[config.mk]
export PLATFORM = sky130hd
export DESIGN_NAME = s1c88_core
export DESIGN_NICKNAME = d
export VERILOG_FILES = /design/src/rtl/s1c88_pkg.sv /design/src/rtl/s1c88_ifs.sv /design/src/rtl/s1c88_alu.sv /design/src/rtl/s1c88_register_file.sv /design/src/rtl/s1c88_bus_unit.sv /design/src/rtl/s1c88_decode.sv /design/src/rtl/s1c88_execute.sv /design/src/rtl/s1c88_core.sv
export VERILOG_INCLUDE_DIRS = /design/src /design/src/rtl
export SDC_FILE = /design/constraint.sdc
export NUM_CORES = 1
export LEC_CHECK = 0
export BUFFER_PORTS_ARGS = -buffer_cell sky130_fd_sc_hd__buf_2
export CAP_MARGIN = 15
export CORE_MARGIN = 4
export CORE_UTILIZATION = 63
export CTS_CLUSTER_SIZE = 30
export DETAILED_ROUTE_END_ITERATION = 16
export PLACE_DENSITY = 0.81
export SETUP_SLACK_MARGIN = 0.2
export SLEW_MARGIN = 20
export SYNTH_ARGS = -nofsm -noshare
export SYNTH_HDL_FRONTEND = slang
export SYNTH_SLANG_ARGS = --single-unit
[constraint.sdc]
create_clock -name clk -period 8.85 [get_ports clk]
set_input_delay 1.77 -clock clk [delete_from_list [all_inputs] [get_ports clk]]
set_output_delay 1.77 -clock clk [all_outputs]
set_load 0.01 [all_outputs]
[src/rtl/s1c88_microcode.svh]
`ifndef S1C88_MICROCODE_SVH
`define S1C88_MICROCODE_SVH

// micro ROM lookup
// field order is kind, src, dst, alu, flags, last
function automatic micro_t micro_rom(input uaddr_t ua);
    micro_t u;
    case (ua)
        UA_LD_BR_IMM:
            u = '{MICRO_MOVE, SRC_IMM_LO, REG_BR, ALU_PASS, 1'b0, 1'b1};
        UA_LD_A_MEM:
            u = '{MICRO_READ, SRC_IMM_LO, REG_A, ALU_PASS, 1'b0, 1'b1};
        UA_LD_B_A:
            u = '{MICRO_MOVE, SRC_A, REG_B, ALU_PASS, 1'b0, 1'b1};
        UA_LD_MEM_IMM:
            u = '{MICRO_WRITE, SRC_IMM_HI, REG_NONE, ALU_PASS, 1'b0, 1'b1};
        // read into ALU_A, then write back ALU_A | nn
        UA_OR_MEM_IMM:
            u = '{MICRO_READ, SRC_IMM_LO, REG_ALU_A, ALU_PASS, 1'b0, 1'b0};
        UA_OR_MEM_IMM + 5'd1:
            u = '{MICRO_WRITE, SRC_ALU, REG_NONE, ALU_OR, 1'b1, 1'b1};
        UA_LD_SC_IMM:
            u = '{MICRO_MOVE, SRC_IMM_LO, REG_SC, ALU_PASS, 1'b0, 1'b1};
        // A goes to ALU_A first for every A,#nn operation
        UA_ADD, UA_SUB, UA_AND, UA_OR, UA_XOR:
            u = '{MICRO_MOVE, SRC_A, REG_ALU_A, ALU_PASS, 1'b0, 1'b0};
        UA_ADD + 5'd1:
            u = '{MICRO_ALU, SRC_IMM_LO, REG_A, ALU_ADD, 1'b1, 1'b1};
        UA_SUB + 5'd1:
            u = '{MICRO_ALU, SRC_IMM_LO, REG_A, ALU_SUB, 1'b1, 1'b1};
        UA_AND + 5'd1:
            u = '{MICRO_ALU, SRC_IMM_LO, REG_A, ALU_AND, 1'b1, 1'b1};
        UA_OR + 5'd1:
            u = '{MICRO_ALU, SRC_IMM_LO, REG_A, ALU_OR, 1'b1, 1'b1};
        UA_XOR + 5'd1:
            u = '{MICRO_ALU, SRC_IMM_LO, REG_A, ALU_XOR, 1'b1, 1'b1};
        UA_ST_A:
            u = '{MICRO_WRITE, SRC_A, REG_NONE, ALU_PASS, 1'b0, 1'b1};
        UA_ST_B:
            u = '{MICRO_WRITE, SRC_B, REG_NONE, ALU_PASS, 1'b0, 1'b1};
        UA_ST_SC:
            u = '{MICRO_WRITE, SRC_SC, REG_NONE, ALU_PASS, 1'b0, 1'b1};
        // NOP and unused slots
        default:
            u = '{MICRO_MOVE, SRC_IMM_LO, REG_NONE, ALU_PASS, 1'b0, 1'b1};
    endcase
    return u;
endfunction

`endif

[src/rtl/s1c88_pkg.sv]
package s1c88_pkg;

    typedef logic [15:0] addr_t;
    typedef logic [7:0]  byte_t;
    typedef logic [15:0] word_t;
    typedef logic [4:0]  uaddr_t;
    // bit0 Z, bit1 C, bit2 V, bit3 N
    typedef logic [3:0]  flags_t;

    localparam addr_t RESET_VECTOR_ADDR = 16'h0000;

    typedef enum logic [2:0] {
        ALU_ADD, ALU_SUB, ALU_AND, ALU_OR, ALU_XOR, ALU_PASS
    } alu_op_e;

    typedef enum logic [2:0] {
        REG_NONE, REG_A, REG_B, REG_BR, REG_SC, REG_ALU_A
    } reg_sel_e;

    typedef enum logic [1:0] {
        MICRO_MOVE, MICRO_READ, MICRO_WRITE, MICRO_ALU
    } micro_kind_e;

    typedef enum logic [2:0] {
        SRC_IMM_LO, SRC_IMM_HI, SRC_A, SRC_B, SRC_SC, SRC_ALU
    } src_sel_e;

    typedef struct packed {
        micro_kind_e kind;
        src_sel_e    src;
        reg_sel_e    dst;
        alu_op_e     alu;
        logic        flags;
        logic        last;
    } micro_t;

    typedef enum logic [2:0] {
        DEC_VEC_LO, DEC_VEC_HI, DEC_OPCODE, DEC_OPERAND, DEC_PUSH
    } decode_state_e;

    typedef enum logic [1:0] {
        EX_IDLE, EX_RUN, EX_WAIT_READ
    } exec_state_e;

    localparam byte_t OP_LD_BR_IMM  = 8'hB4;
    localparam byte_t OP_LD_A_MEM   = 8'h44;
    localparam byte_t OP_LD_B_A     = 8'h48;
    localparam byte_t OP_LD_MEM_IMM = 8'hDD;
    localparam byte_t OP_OR_MEM_IMM = 8'hD9;
    localparam byte_t OP_LD_SC_IMM  = 8'h9F;
    localparam byte_t OP_ADD_IMM    = 8'h02;
    localparam byte_t OP_SUB_IMM    = 8'h12;
    localparam byte_t OP_AND_IMM    = 8'h22;
    localparam byte_t OP_OR_IMM     = 8'h2A;
    localparam byte_t OP_XOR_IMM    = 8'h3A;
    localparam byte_t OP_ST_A       = 8'h78;
    localparam byte_t OP_ST_B       = 8'h79;
    localparam byte_t OP_ST_SC      = 8'h7A;

    // micro ROM entry points, ALU entries take two slots
    localparam uaddr_t UA_NOP        = 5'd0;
    localparam uaddr_t UA_LD_BR_IMM  = 5'd1;
    localparam uaddr_t UA_LD_A_MEM   = 5'd2;
    localparam uaddr_t UA_LD_B_A     = 5'd3;
    localparam uaddr_t UA_LD_MEM_IMM = 5'd4;
    localparam uaddr_t UA_OR_MEM_IMM = 5'd5;
    localparam uaddr_t UA_LD_SC_IMM  = 5'd7;
    localparam uaddr_t UA_ADD        = 5'd8;
    localparam uaddr_t UA_SUB        = 5'd10;
    localparam uaddr_t UA_AND        = 5'd12;
    localparam uaddr_t UA_OR         = 5'd14;
    localparam uaddr_t UA_XOR        = 5'd16;
    localparam uaddr_t UA_ST_A       = 5'd18;
    localparam uaddr_t UA_ST_B       = 5'd19;
    localparam uaddr_t UA_ST_SC      = 5'd20;

endpackage

[src/rtl/s1c88_ifs.sv]
`timescale 1ns/1ps

// decoded instructions, credit based flow control
interface instr_if;
    import s1c88_pkg::*;

    logic   valid;
    uaddr_t uaddr;
    // ll low, nn high
    word_t  imm;
    logic   credit;

    modport source (output valid, uaddr, imm, input credit);
    modport sink (input valid, uaddr, imm, output credit);
endinterface

// one requester port of the shared memory bus
interface bus_req_if;
    import s1c88_pkg::*;

    logic  req;
    addr_t addr;
    logic  write;
    byte_t wdata;
    // marks an opcode read for sync
    logic  opcode;
    logic  gnt;
    logic  rvalid;
    byte_t rdata;

    modport requester (output req, addr, write, wdata, opcode, input gnt, rvalid, rdata);
    modport target (input req, addr, write, wdata, opcode, output gnt, rvalid, rdata);
endinterface

// register file access from execute
interface reg_if;
    import s1c88_pkg::*;

    logic     wr_en;
    reg_sel_e wr_sel;
    byte_t    wr_data;
    logic     flags_en;
    flags_t   flags;
    byte_t    a;
    byte_t    b;
    byte_t    br;
    byte_t    sc;

    modport source (output wr_en, wr_sel, wr_data, flags_en, flags, input a, b, br, sc);
    modport target (input wr_en, wr_sel, wr_data, flags_en, flags, output a, b, br, sc);
endinterface

[src/rtl/s1c88_alu.sv]
`timescale 1ns/1ps

module s1c88_alu (
    input  s1c88_pkg::alu_op_e op,
    input  s1c88_pkg::byte_t   a,
    input  s1c88_pkg::byte_t   b,
    output s1c88_pkg::byte_t   result,
    output s1c88_pkg::flags_t  flags
);
    import s1c88_pkg::*;

    // bit 8 holds carry or borrow, zero for logic ops
    logic [8:0] wide;
    logic       overflow;

    always_comb
    begin
        overflow = 1'b0;
        case (op)
            ALU_ADD:
            begin
                wide     = {1'b0, a} + {1'b0, b};
                overflow = (a[7] == b[7]) && (wide[7] != a[7]);
            end
            ALU_SUB:
            begin
                wide     = {1'b0, a} - {1'b0, b};
                overflow = (a[7] != b[7]) && (wide[7] != a[7]);
            end
            ALU_AND: wide = {1'b0, a & b};
            ALU_OR:  wide = {1'b0, a | b};
            ALU_XOR: wide = {1'b0, a ^ b};
            default: wide = {1'b0, b};
        endcase
        result = wide[7:0];
        // N V C Z
        flags  = {result[7], overflow, wide[8], result == 8'h00};
    end

endmodule

[src/rtl/s1c88_register_file.sv]
`timescale 1ns/1ps

module s1c88_register_file (
    input logic   clk,
    input logic   reset,
    reg_if.target regs
);
    import s1c88_pkg::*;

    word_t ba;
    byte_t br;
    byte_t sc;

    always_ff @(posedge clk or posedge reset)
    begin
        if (reset)
        begin
            ba <= '0;
            br <= '0;
            sc <= '0;
        end
        else
        begin
            if (regs.wr_en)
            begin
                case (regs.wr_sel)
                    REG_A:  ba[7:0]  <= regs.wr_data;
                    REG_B:  ba[15:8] <= regs.wr_data;
                    REG_BR: br       <= regs.wr_data;
                    REG_SC: sc       <= regs.wr_data;
                    default:
                    begin
                    end
                endcase
            end
            // flags only touch the low nibble of SC
            if (regs.flags_en)
                sc[3:0] <= regs.flags;
        end
    end

    assign regs.a  = ba[7:0];
    assign regs.b  = ba[15:8];
    assign regs.br = br;
    assign regs.sc = sc;

endmodule

[src/rtl/s1c88_bus_unit.sv]
`timescale 1ns/1ps

module s1c88_bus_unit (
    input  logic             clk,
    input  logic             reset,
    bus_req_if.target        fetch,
    bus_req_if.target        data,
    input  s1c88_pkg::byte_t data_in,
    output s1c88_pkg::addr_t address_out,
    output s1c88_pkg::byte_t data_out,
    output logic             read,
    output logic             write,
    output logic             sync
);
    import s1c88_pkg::*;

    logic  use_data;
    logic  sel_write;
    logic  sel_opcode;
    addr_t sel_addr;
    byte_t sel_wdata;
    // owner of the read on the bus this cycle
    logic  read_owner_data;

    // data port has fixed priority
    assign use_data   = data.req;
    assign data.gnt   = data.req;
    assign fetch.gnt  = fetch.req && !data.req;

    assign sel_addr   = use_data ? data.addr : fetch.addr;
    assign sel_write  = use_data ? data.write : fetch.write;
    assign sel_wdata  = use_data ? data.wdata : fetch.wdata;
    assign sel_opcode = use_data ? data.opcode : fetch.opcode;

    // memory answers combinationally in the output cycle
    assign data.rvalid  = read && read_owner_data;
    assign fetch.rvalid = read && !read_owner_data;
    assign data.rdata   = data_in;
    assign fetch.rdata  = data_in;

    always_ff @(posedge clk or posedge reset)
    begin
        if (reset)
        begin
            address_out     <= '0;
            data_out        <= '0;
            read            <= 1'b0;
            write           <= 1'b0;
            sync            <= 1'b0;
            read_owner_data <= 1'b0;
        end
        else if (data.req || fetch.req)
        begin
            address_out     <= sel_addr;
            data_out        <= sel_wdata;
            read            <= !sel_write;
            write           <= sel_write;
            sync            <= sel_opcode && !sel_write;
            read_owner_data <= use_data;
        end
        else
        begin
            read  <= 1'b0;
            write <= 1'b0;
            sync  <= 1'b0;
        end
    end

    // a fetch held back by a data access keeps its request and address
    assert property (@(posedge clk) disable iff (reset)
        fetch.req && !fetch.gnt |=> fetch.req && $stable(fetch.addr))
        else $error("fetch request dropped or changed before its grant");

endmodule

[src/rtl/s1c88_decode.sv]
`timescale 1ns/1ps

module s1c88_decode #(
    parameter int INSTR_CREDITS = 2
) (
    input logic          clk,
    input logic          reset,
    bus_req_if.requester bus,
    instr_if.source      instr
);
    import s1c88_pkg::*;

    localparam int CW = $clog2(INSTR_CREDITS + 1);

    decode_state_e state;
    addr_t         pc;
    logic          pending;
    logic [CW-1:0] credits;
    logic [1:0]    ops_left;
    logic          op_hi;
    uaddr_t        uaddr;
    word_t         imm;
    // micro entry and operand byte count of the fetched opcode
    logic [6:0]    tr;

    always_comb
    begin
        case (bus.rdata)
            OP_LD_BR_IMM:  tr = {UA_LD_BR_IMM, 2'd1};
            OP_LD_A_MEM:   tr = {UA_LD_A_MEM, 2'd1};
            OP_LD_B_A:     tr = {UA_LD_B_A, 2'd0};
            OP_LD_MEM_IMM: tr = {UA_LD_MEM_IMM, 2'd2};
            OP_OR_MEM_IMM: tr = {UA_OR_MEM_IMM, 2'd2};
            OP_LD_SC_IMM:  tr = {UA_LD_SC_IMM, 2'd1};
            OP_ADD_IMM:    tr = {UA_ADD, 2'd1};
            OP_SUB_IMM:    tr = {UA_SUB, 2'd1};
            OP_AND_IMM:    tr = {UA_AND, 2'd1};
            OP_OR_IMM:     tr = {UA_OR, 2'd1};
            OP_XOR_IMM:    tr = {UA_XOR, 2'd1};
            OP_ST_A:       tr = {UA_ST_A, 2'd1};
            OP_ST_B:       tr = {UA_ST_B, 2'd1};
            OP_ST_SC:      tr = {UA_ST_SC, 2'd1};
            default:       tr = {UA_NOP, 2'd0};
        endcase
    end

    // one read in flight at a time, nothing fetched while waiting to push
    assign bus.req    = (state != DEC_PUSH) && !pending;
    assign bus.write  = 1'b0;
    assign bus.wdata  = '0;
    assign bus.opcode = (state == DEC_OPCODE);
    assign bus.addr   = (state == DEC_VEC_LO) ? RESET_VECTOR_ADDR
                      : (state == DEC_VEC_HI) ? RESET_VECTOR_ADDR + 16'd1
                      : pc;

    assign instr.valid = (state == DEC_PUSH) && (credits != '0);
    assign instr.uaddr = uaddr;
    assign instr.imm   = imm;

    always_ff @(posedge clk or posedge reset)
    begin
        if (reset)
        begin
            state    <= DEC_VEC_LO;
            pending  <= 1'b0;
            credits  <= CW'(INSTR_CREDITS);
            pc       <= '0;
            ops_left <= '0;
            op_hi    <= 1'b0;
            uaddr    <= UA_NOP;
            imm      <= '0;
        end
        else
        begin
            credits <= credits + CW'(instr.credit) - CW'(instr.valid);
            if (bus.rvalid)
                pending <= 1'b0;
            if (bus.gnt)
                pending <= 1'b1;

            case (state)
                DEC_VEC_LO:
                    if (bus.rvalid)
                    begin
                        pc[7:0] <= bus.rdata;
                        state   <= DEC_VEC_HI;
                    end
                DEC_VEC_HI:
                    if (bus.rvalid)
                    begin
                        pc[15:8] <= bus.rdata;
                        state    <= DEC_OPCODE;
                    end
                DEC_OPCODE:
                    if (bus.rvalid)
                    begin
                        pc       <= pc + 16'd1;
                        uaddr    <= tr[6:2];
                        ops_left <= tr[1:0];
                        op_hi    <= 1'b0;
                        imm      <= '0;
                        state    <= (tr[1:0] != 2'd0) ? DEC_OPERAND : DEC_PUSH;
                    end
                DEC_OPERAND:
                    if (bus.rvalid)
                    begin
                        // first operand byte lands in the low half
                        if (op_hi)
                            imm[15:8] <= bus.rdata;
                        else
                            imm[7:0] <= bus.rdata;
                        op_hi    <= 1'b1;
                        pc       <= pc + 16'd1;
                        ops_left <= ops_left - 2'd1;
                        if (ops_left == 2'd1)
                            state <= DEC_PUSH;
                    end
                default:
                    if (instr.valid)
                        state <= DEC_OPCODE;
            endcase
        end
    end

    // execute must never return more credits than it was given
    assert property (@(posedge clk) disable iff (reset) credits <= INSTR_CREDITS)
        else $error("decode credit count above INSTR_CREDITS");

endmodule

[src/rtl/s1c88_execute.sv]
`timescale 1ns/1ps

module s1c88_execute #(
    parameter int INSTR_CREDITS = 2
) (
    input logic          clk,
    input logic          reset,
    instr_if.sink        instr,
    bus_req_if.requester bus,
    reg_if.source        regs
);
    import s1c88_pkg::*;
    `include "s1c88_microcode.svh"

    localparam int PW = (INSTR_CREDITS > 1) ? $clog2(INSTR_CREDITS) : 1;
    localparam int CW = $clog2(INSTR_CREDITS + 1);

    uaddr_t        q_uaddr [INSTR_CREDITS];
    word_t         q_imm [INSTR_CREDITS];
    logic [PW-1:0] wr_ptr;
    logic [PW-1:0] rd_ptr;
    logic [CW-1:0] q_count;
    exec_state_e   state;
    uaddr_t        step;
    byte_t         alu_a;
    micro_t        u;
    word_t         imm;
    byte_t         src_val;
    byte_t         alu_b;
    byte_t         alu_result;
    flags_t        alu_flags;
    logic          step_done;
    logic          retire;

    function automatic logic [PW-1:0] next_ptr(input logic [PW-1:0] p);
        return (p == PW'(INSTR_CREDITS - 1)) ? '0 : p + 1'b1;
    endfunction

    // current micro-op of the instruction at the queue head
    assign imm   = q_imm[rd_ptr];
    assign u     = micro_rom(q_uaddr[rd_ptr] + step);
    assign alu_b = (u.src == SRC_IMM_LO) ? imm[7:0] : imm[15:8];

    s1c88_alu alu (
        .op     (u.alu),
        .a      (alu_a),
        .b      (alu_b),
        .result (alu_result),
        .flags  (alu_flags)
    );

    always_comb
    begin
        case (u.src)
            SRC_IMM_LO: src_val = imm[7:0];
            SRC_IMM_HI: src_val = imm[15:8];
            SRC_A:      src_val = regs.a;
            SRC_B:      src_val = regs.b;
            SRC_SC:     src_val = regs.sc;
            default:    src_val = alu_result;
        endcase
    end

    // data accesses always go to BR:ll
    assign bus.req    = (state == EX_RUN) && (u.kind == MICRO_READ || u.kind == MICRO_WRITE);
    assign bus.write  = (u.kind == MICRO_WRITE);
    assign bus.addr   = {regs.br, imm[7:0]};
    assign bus.wdata  = src_val;
    assign bus.opcode = 1'b0;

    assign step_done = (state == EX_RUN && (u.kind == MICRO_MOVE || u.kind == MICRO_ALU))
                    || (state == EX_RUN && u.kind == MICRO_WRITE && bus.gnt)
                    || (state == EX_WAIT_READ && bus.rvalid);
    assign retire    = step_done && u.last;

    assign regs.wr_sel   = u.dst;
    assign regs.wr_en    = step_done && u.kind != MICRO_WRITE
                        && u.dst != REG_NONE && u.dst != REG_ALU_A;
    assign regs.wr_data  = (state == EX_WAIT_READ) ? bus.rdata
                         : (u.kind == MICRO_ALU) ? alu_result
                         : src_val;
    assign regs.flags_en = step_done && u.flags;
    assign regs.flags    = alu_flags;

    always_ff @(posedge clk or posedge reset)
    begin
        if (reset)
        begin
            state        <= EX_IDLE;
            step         <= '0;
            wr_ptr       <= '0;
            rd_ptr       <= '0;
            q_count      <= '0;
            instr.credit <= 1'b0;
        end
        else
        begin
            instr.credit <= retire;
            q_count      <= q_count + CW'(instr.valid) - CW'(retire);
            if (instr.valid)
                wr_ptr <= next_ptr(wr_ptr);

            case (state)
                EX_IDLE:
                    if (q_count != '0)
                        state <= EX_RUN;
                EX_RUN:
                    if (u.kind == MICRO_READ && bus.gnt)
                        state <= EX_WAIT_READ;
                default:
                    if (bus.rvalid)
                        state <= EX_RUN;
            endcase

            if (step_done)
            begin
                if (u.last)
                begin
                    // next instruction starts straight away if one is queued
                    step   <= '0;
                    rd_ptr <= next_ptr(rd_ptr);
                    state  <= (q_count > 1 || instr.valid) ? EX_RUN : EX_IDLE;
                end
                else
                    step <= step + 5'd1;
            end
        end
    end

    always_ff @(posedge clk)
    begin
        if (instr.valid)
        begin
            q_uaddr[wr_ptr] <= instr.uaddr;
            q_imm[wr_ptr]   <= instr.imm;
        end
        if (step_done && u.dst == REG_ALU_A)
            alu_a <= (state == EX_WAIT_READ) ? bus.rdata : src_val;
    end

    // decode only pushes while it holds a credit
    assert property (@(posedge clk) disable iff (reset)
        instr.valid |-> q_count < INSTR_CREDITS)
        else $error("instruction pushed into a full queue");

endmodule

[src/rtl/s1c88_core.sv]
`timescale 1ns/1ps

module s1c88_core #(
    parameter int INSTR_CREDITS = 2
) (
    input  logic             clk,
    input  logic             reset,
    input  s1c88_pkg::byte_t data_in,
    output s1c88_pkg::addr_t address_out,
    output s1c88_pkg::byte_t data_out,
    output logic             read,
    output logic             write,
    output logic             sync
);

    instr_if   instr ();
    bus_req_if fetch_bus ();
    bus_req_if data_bus ();
    reg_if     regs ();

    // prefetch runs ahead of execute by up to INSTR_CREDITS instructions
    s1c88_decode #(
        .INSTR_CREDITS (INSTR_CREDITS)
    ) decode (
        .clk   (clk),
        .reset (reset),
        .bus   (fetch_bus),
        .instr (instr)
    );

    s1c88_execute #(
        .INSTR_CREDITS (INSTR_CREDITS)
    ) execute (
        .clk   (clk),
        .reset (reset),
        .instr (instr),
        .bus   (data_bus),
        .regs  (regs)
    );

    s1c88_register_file register_file (
        .clk   (clk),
        .reset (reset),
        .regs  (regs)
    );

    s1c88_bus_unit bus_unit (
        .clk         (clk),
        .reset       (reset),
        .fetch       (fetch_bus),
        .data        (data_bus),
        .data_in     (data_in),
        .address_out (address_out),
        .data_out    (data_out),
        .read        (read),
        .write       (write),
        .sync        (sync)
    );

endmodule

# Yosys cells after proc, flatten, opt, wreduce, memory -nomap -nowiden
# Memory sizes are Yosys's and may differ from the RTL's.
# Index checks and enable logic that the tools add are counted.
op_classes:
  n_mux: 56
  n_bitwise: 3
  n_lt_le_gt_ge: 1
  reduce_logical: 61
  n_eq_ne: 52
  add_sub_neg: 12
op_table:
  columns: ["operator", "n"]
  rows:
  - ["case mux 7 bit (14 select lines)", 1]
  - ["2-to-1 mux 16 bit", 6]
  - ["2-to-1 mux 8 bit", 8]
  - ["case mux 9 bit (5 select lines)", 1]
  - ["equality test 8 x 7 -> 1 bit (second input constant)", 5]
  - ["case mux 8 bit (5 select lines)", 1]
  - ["equality test 8 bit (second input constant)", 4]
  - ["case mux 16 bit (2 select lines)", 1]
  - ["case mux 8 bit (2 select lines)", 2]
  - ["equality test 3 x 2 -> 1 bit (second input constant)", 8]
  - ["equality test 8 x 6 -> 1 bit (second input constant)", 3]
  - ["2-to-1 mux 3 bit", 7]
  - ["logical AND 1 bit", 20]
  - ["nonzero test 2 bit", 9]
  - ["adder 16 x 1 -> 16 bit (second input constant)", 1]
  - ["equality test 3 bit (second input constant)", 5]
  - ["2-to-1 mux 2 bit", 7]
  - ["AND reduction 2 bit", 7]
  - ["2-to-1 mux 1 bit", 13]
  - ["equality test 3 x 1 -> 1 bit (second input constant)", 4]
  - ["2-to-1 mux 4 bit", 3]
  - ["inequality test 2 x 1 -> 1 bit (second input constant)", 6]
  - ["case mux 3 bit (4 select lines)", 1]
  - ["adder 8 x 8 -> 9 bit", 1]
  - ["33 further kinds", 61]
totals:
  register_bits: 126
  wordCells: 216
  input_bits: 10
  out_inout_bits: 27
  n_memories: 3
  rom_bits: 416
  mem_bits_rw: 42
memory_table:
  columns: ["name", "words", "word_bits", "read_ports", "rd_ports_with_merged_regs", "wr", "line", "rtl"]
  rows:
  - ["(no name shown)", 32, 13, 1, 0, 0, "s1c88_microcode.svh:8", "case (ua)"]
  - ["execute.q_imm", 2, 16, 1, 0, 1, "s1c88_execute.sv:19", "word_t q_imm [INSTR_CREDITS];"]
  - ["execute.q_uaddr", 2, 5, 1, 0, 1, "s1c88_execute.sv:18", "uaddr_t q_uaddr [INSTR_CREDITS];"]

# Logic depth before layout (Yosys ltp)
# An unclocked memory read counts as a cell.
logic_depth:
  depth_word: 14
  ltp_mapped: 27
  mapped_depth_nobuf: 24

# Modules after synthesis
# A second synthesis with hierarchy kept.
hier_totals:
  hier_cells: 1047
  hier_area_um2: 10862.9
by_module_without_submodules:
  columns: ["module", "n_inst", "area_each_um2", "cells_each", "seq_area_each_um2"]
  rows:
  - ["s1c88_execute", 1, 3892.5, 339, 1801.7]
  - ["s1c88_decode", 1, 2880.3, 300, 1152.4]
  - ["s1c88_bus_unit", 1, 1445.1, 138, 700.7]
  - ["s1c88_alu", 1, 1370.1, 190, 0.0]
  - ["s1c88_register_file", 1, 1275.0, 80, 800.8]

# Least setup slack after synthesis
# No wires, ideal clock.
synth_path:
  kind: "register to register"
  startpoint: "register execute.rd_ptr"
  endpoint: "register register_file.ba[14]"
  setup_ns: 0.125
  slack_ns: 2.743
  n_path_buf: 3
  required_time_ns: 8.725
  synth_period_minus_slack_ns: 6.107
  arrival_time_ns: 5.982
  stages_incl_launch_ff: 26
  cell_sequence: "dfrtp_1 buf_6 clkbuf_1 buf_1 mux2_2 ha_1 inv_1 fa_1 xor2_1 o21a_1 nor3_1 a211oi_4 mux2_4 inv_1 ha_1 inv_1 fa_1 a21oi_1 o21bai_1 a221o_1 xnor2_1 o31ai_1 o32a_1 o21ai_1 o21ai_2 mux2_2"
synth_via:
  elab_chain_len: 13
  elab_cells_between_ends: 44
  cone_classes: "add/sub: 3; eq/ne: 14; mux: 5; bitwise: 3; reduce/logical: 16; memory: 3"
synth_rtl:
  columns: ["item", "line", "rtl"]
  rows:
  - ["from (decl)", "s1c88_execute.sv:21", "logic [PW-1:0] rd_ptr;"]
  - ["from (signal assigned)", "s1c88_execute.sv:121", "rd_ptr <= next_ptr(rd_ptr);"]
  - ["parallel branches: the longest is 13 deep, another holds memory (32 x 13 bit)", null, null]
  - ["to (signal assigned)", "s1c88_register_file.sv:28", "REG_B: ba[15:8] <= regs.wr_data;"]
  - ["to (decl)", "s1c88_register_file.sv:10", "word_t ba;"]
# Parallel ways; which one is timed is not known.
# A chain may end at the register's enable or synchronous reset.

# Worst setup path after layout
layout_path:
  startpoint: "register execute.rd_ptr"
  endpoint: "register register_file.ba[6]"
# The elaborated chain is that of the path after synthesis.

==> flow_summary_export.csv <==
group,metric,value,unit
outcome,status,"completed",
routing,drc_errors,0,
critical_path,timing.rr.start,"execute.rd_ptr$_DFFE_PP0P_",
critical_path,startpoint,"execute.rd_ptr$_DFFE_PP0P_",
yosys,synth_top_family_by_area,"compound AO/OA/AOI/OAI gates",
critical_path,required,9.15,ns
power_and_ir_drop,totalPowerFinal,1610,uW
critical_path,worstSetupStartpointType,"register",
clock_network,cts_buffer_depth,2,
yosys,netlist_instances,1005,
finish,drive_above_1_share,0.136,
routing,drt_iter0_markers,932,
power_and_ir_drop,ir_worst_vdd,138,uV
clock_network,post_cts_resized,0,
yosys,syn_area,9810,um^2
yosys,ys_top_cells_by_area,"dfrtp_1, edfxtp_1, ha_1",
global_route,grt.total_usage,0.307,
yosys,synthAdderAreaFrac,0.0623,
yosys,dominantRegCellSynth,"dfrtp_1",
yosys,synth_seq_cells,168,
routing,via_per_inst,6.62,
timing,finalHoldViolations,0,
timing,fmax,0.146,GHz
power_and_ir_drop,pwr-share-comb,0.029,
yosys,synthSimpleGateAreaFrac,0.149,
global_route,grt_pass1_wl,42600,um
die,die_h,133,um
clock_network,cts_inserted_buffers,17,
timing,worst_pin_slew,1.15,ns
routing,first_pass_iters,6,
global_route,grt_max_degree,81,
global_route,grt_pass1_vias,7722,
finish,n_fill_cell,1135,
die,pin_count,37,
clock_network,htreeDepth,4,
timing,period_share,0.771,
power_and_ir_drop,p_switching,364,uW
finish,final_nets,1076,
yosys,yosysTopAreaCell,"dfrtp_1",
routing,wl,26500,um
yosys,synth_cell_types,85,
yosys,synth_top_area_share,0.299,
yosys,synth-xor-area-share,0.0180,
yosys,muxShareOfSynthArea,0.0811,
power_and_ir_drop,p_seq_frac,0.506,
clock_network,path_clk_slew,0.07,ns
placement,finalWeightedCongestion,0.985,
yosys,syn-num-nets,1062,
yosys,avgSynthCellArea,9.76,um^2
routing,antenna_left,0,
timing,setup_violations,0,
clock_network,cts_tree,"done",
die,start_util,0.645,
critical_path,critPathMaxFanout,22,
power_and_ir_drop,p_leak,0.00444,uW
global_route,gr-total-overflow,0,
clock_network,cts_hold_buf,0,
timing,slew_viol_final,0,
clock_network,numClockSinks,168,
critical_path,end_kind,"register",
critical_path,cp.arrival,7.13,ns
critical_path,crit_type,"register to register",
yosys,synth-seq-area-share,0.454,
yosys,yosys_warnings,0,
finish,antenna_cells,0,
hold_path,hold_path.startpoint,"decode.instr.imm[2]$_DFFE_PP0P_",
die,core,15200,um^2
hold_path,holdCritPathClass,"register to register",
timing,skew,0.00755,ns
yosys,async_flop_share,0.702,
timing,max_slew_margin,0.230,
die,rows,45,
clock_network,postCtsSetupRepairBufs,0,
placement,numPortBuffers,36,
routing,wl_per_cell,21.8,um
flow_run,drv_cap,0,
die,dieArea,17600,um^2
power_and_ir_drop,power_switching_share,0.225,
yosys,synth_compound_area_frac,0.194,
finish,area_growth,9.10,%
timing,post-route-min-period,6.83,ns
power_and_ir_drop,clkPwrFrac,0.465,
timing,rsz0062_at_grt,"false",
yosys,synth_edf_count,50,
timing,tns,0,ns
clock_network,clockRootBuffer,"clkbuf_16",
placement,dp_hpwl,18500,um
clock_network,clkLatencyLatePin,0.42,ns
routing,vias,8073,
global_route,antenna_found_initial,0,
power_and_ir_drop,cellPowerDensity,151,nW/um^2
power_and_ir_drop,p_int,1250,uW
die,die_w,133,um
[critical path, cell delays in order (launching register included)]
cell	delay, ns
dfrtp_1	0.49
buf_4	0.36
mux2_2	0.22
ha_1	0.15
inv_1	0.05
fa_1	0.42
nand2b_1	0.20
a21oi_4	0.24
xor2_2	0.73
mux2i_2	0.37
a211oi_4	0.58
mux2_4	0.37
inv_1	0.08
ha_1	0.17
inv_1	0.06
fa_1	0.40
a21oi_1	0.16
o21bai_1	0.11
a221o_1	0.35
xnor2_1	0.16
o31ai_1	0.10
o32a_1	0.38
o21ai_1	0.16
o21ai_2	0.10
mux2_2	0.27
[sequential cells by signal, indices dropped and copies added (netlist names), 8 cells and up]
name,flops
execute.q_uaddr,10
decode.instr.imm,16
register_file.regs.br,8
register_file.ba,16
register_file.regs.sc,8
bus_unit.data_out,8
bus_unit.address_out,16
execute.alu_a,8
decode.pc,16
execute.q_imm,32
[kinds of logic after synthesis]
group,after synthesis
xor gates and xnor gates,15
adders and majority gates,47
AOI/OAI and AO/OA,286
DFF,168
buffers and inverters,100
and+or+nand+nor,318
muxes,71
[power groups by stage]
stage	sequential (uW)	clock [uW]	combinational, uW
after floorplan	830	0	30.1
after global placement	831	0	45.5
after detailed placement	831	0	46.7
after CTS	817	754	47.1
after global routing	818	788	53.5
final	817	750	47.5
[through the flow]
| stage | hold WS (ns) | util | cells | setup slack, ns | instance area, um^2 |
|---|---|---|---|---|---|
| after global placement | 0.452 | 0.663 | 1188 | 2.05 | 10100 |
| after detailed placement | 0.459 | 0.663 | 1188 | 1.90 | 10100 |
| after floorplan | 0.437 | - | 1005 | 2.74 | 9810 |
| after CTS | 0.474 | 0.703 | 1220 | 1.84 | 10700 |
| after global routing | 0.488 | 0.704 | 1220 | 1.47 | 10700 |
| final | 0.476 | 0.704 | 1220 | 2.02 | 10700 |
[Yosys cell counts, drive strengths merged, types with 11 or more instances]
library cell / instances
nand2b: 12
nor3: 22
edfxtp: 50
ha: 44
nand3: 38
o211ai: 17
xnor2: 11
mux2i: 35
nor2: 80
mux2: 36
o22ai: 17
clkbuf: 36
o21ai: 89
inv: 50
a21oi: 67
a221o: 13
and3: 15
buf: 14
nand2: 111
dfrtp: 117
[path summary, 6_finish.rpt]
kind                                                              to  slack, ns  cells past startpoint
max in group asynchronous           decode.instr.imm[10]$_DFFE_PP0P_       6.35                      3
min in group asynchronous       bus_unit.address_out[15]$_DFFE_PP0P_       1.37                      2
worst min register to register         execute.q_imm[0][2]$_DFFE_PP_       0.48                      0
worst max register to register       register_file.ba[6]$_DFFE_PP0P_       2.02                     24
worst min-delay path                   execute.q_imm[0][2]$_DFFE_PP_       0.48                      0
worst max-delay path                 register_file.ba[6]$_DFFE_PP0P_       2.02                     24
[layer usage]
| metal | vias to the layer above | part of all wire | global-route usage | wire length [um] |
|---|---|---|---|---|
| met5 | - | 0 | 0 | 0 |
| met4 | 0 | 0.042 | 0.128 | 1110 |
| met3 | 76 | 0.091 | 0.0605 | 2430 |
| met2 | 444 | 0.46 | 0.477 | 12100 |
| met1 | 3856 | 0.41 | 0.426 | 10900 |
| li1 | 3697 | - | - | - |
[cell usage in the layout, fill, tap and decap left out, drive strengths merged, types with 5 or more instances in the layout]
master  instances
a221o          13
nand3          38
o22ai          17
nor3           22
edfxtp         50
o21ai          89
o211ai         17
a211oi          7
ha             44
a22oi           5
mux2           36
dfrtp         117
buf            45
xnor2          11
and3           15
nor4            5
o21a            6
nand2b         12
a31oi           7
clkbuf         18
and2            6
a22o            7
mux2i          35
nor2           80
nand2         111
a21o            7
inv            54
nor2b           7
a21oi          67
or3             5
[area by class of cell]
cell class	count	area (um^2)	share of cell area
clock buffers	18	439	0.0410
clock inverters	14	165	0.0154
inverters	50	190	0.0178
multi-input cells	737	4960	0.464
flip-flops and latches	168	4460	0.416
well taps	188	235	0.0220
repair buffers	45	251	0.0235
No activity file was read; power rests on OpenSTA's default activity.
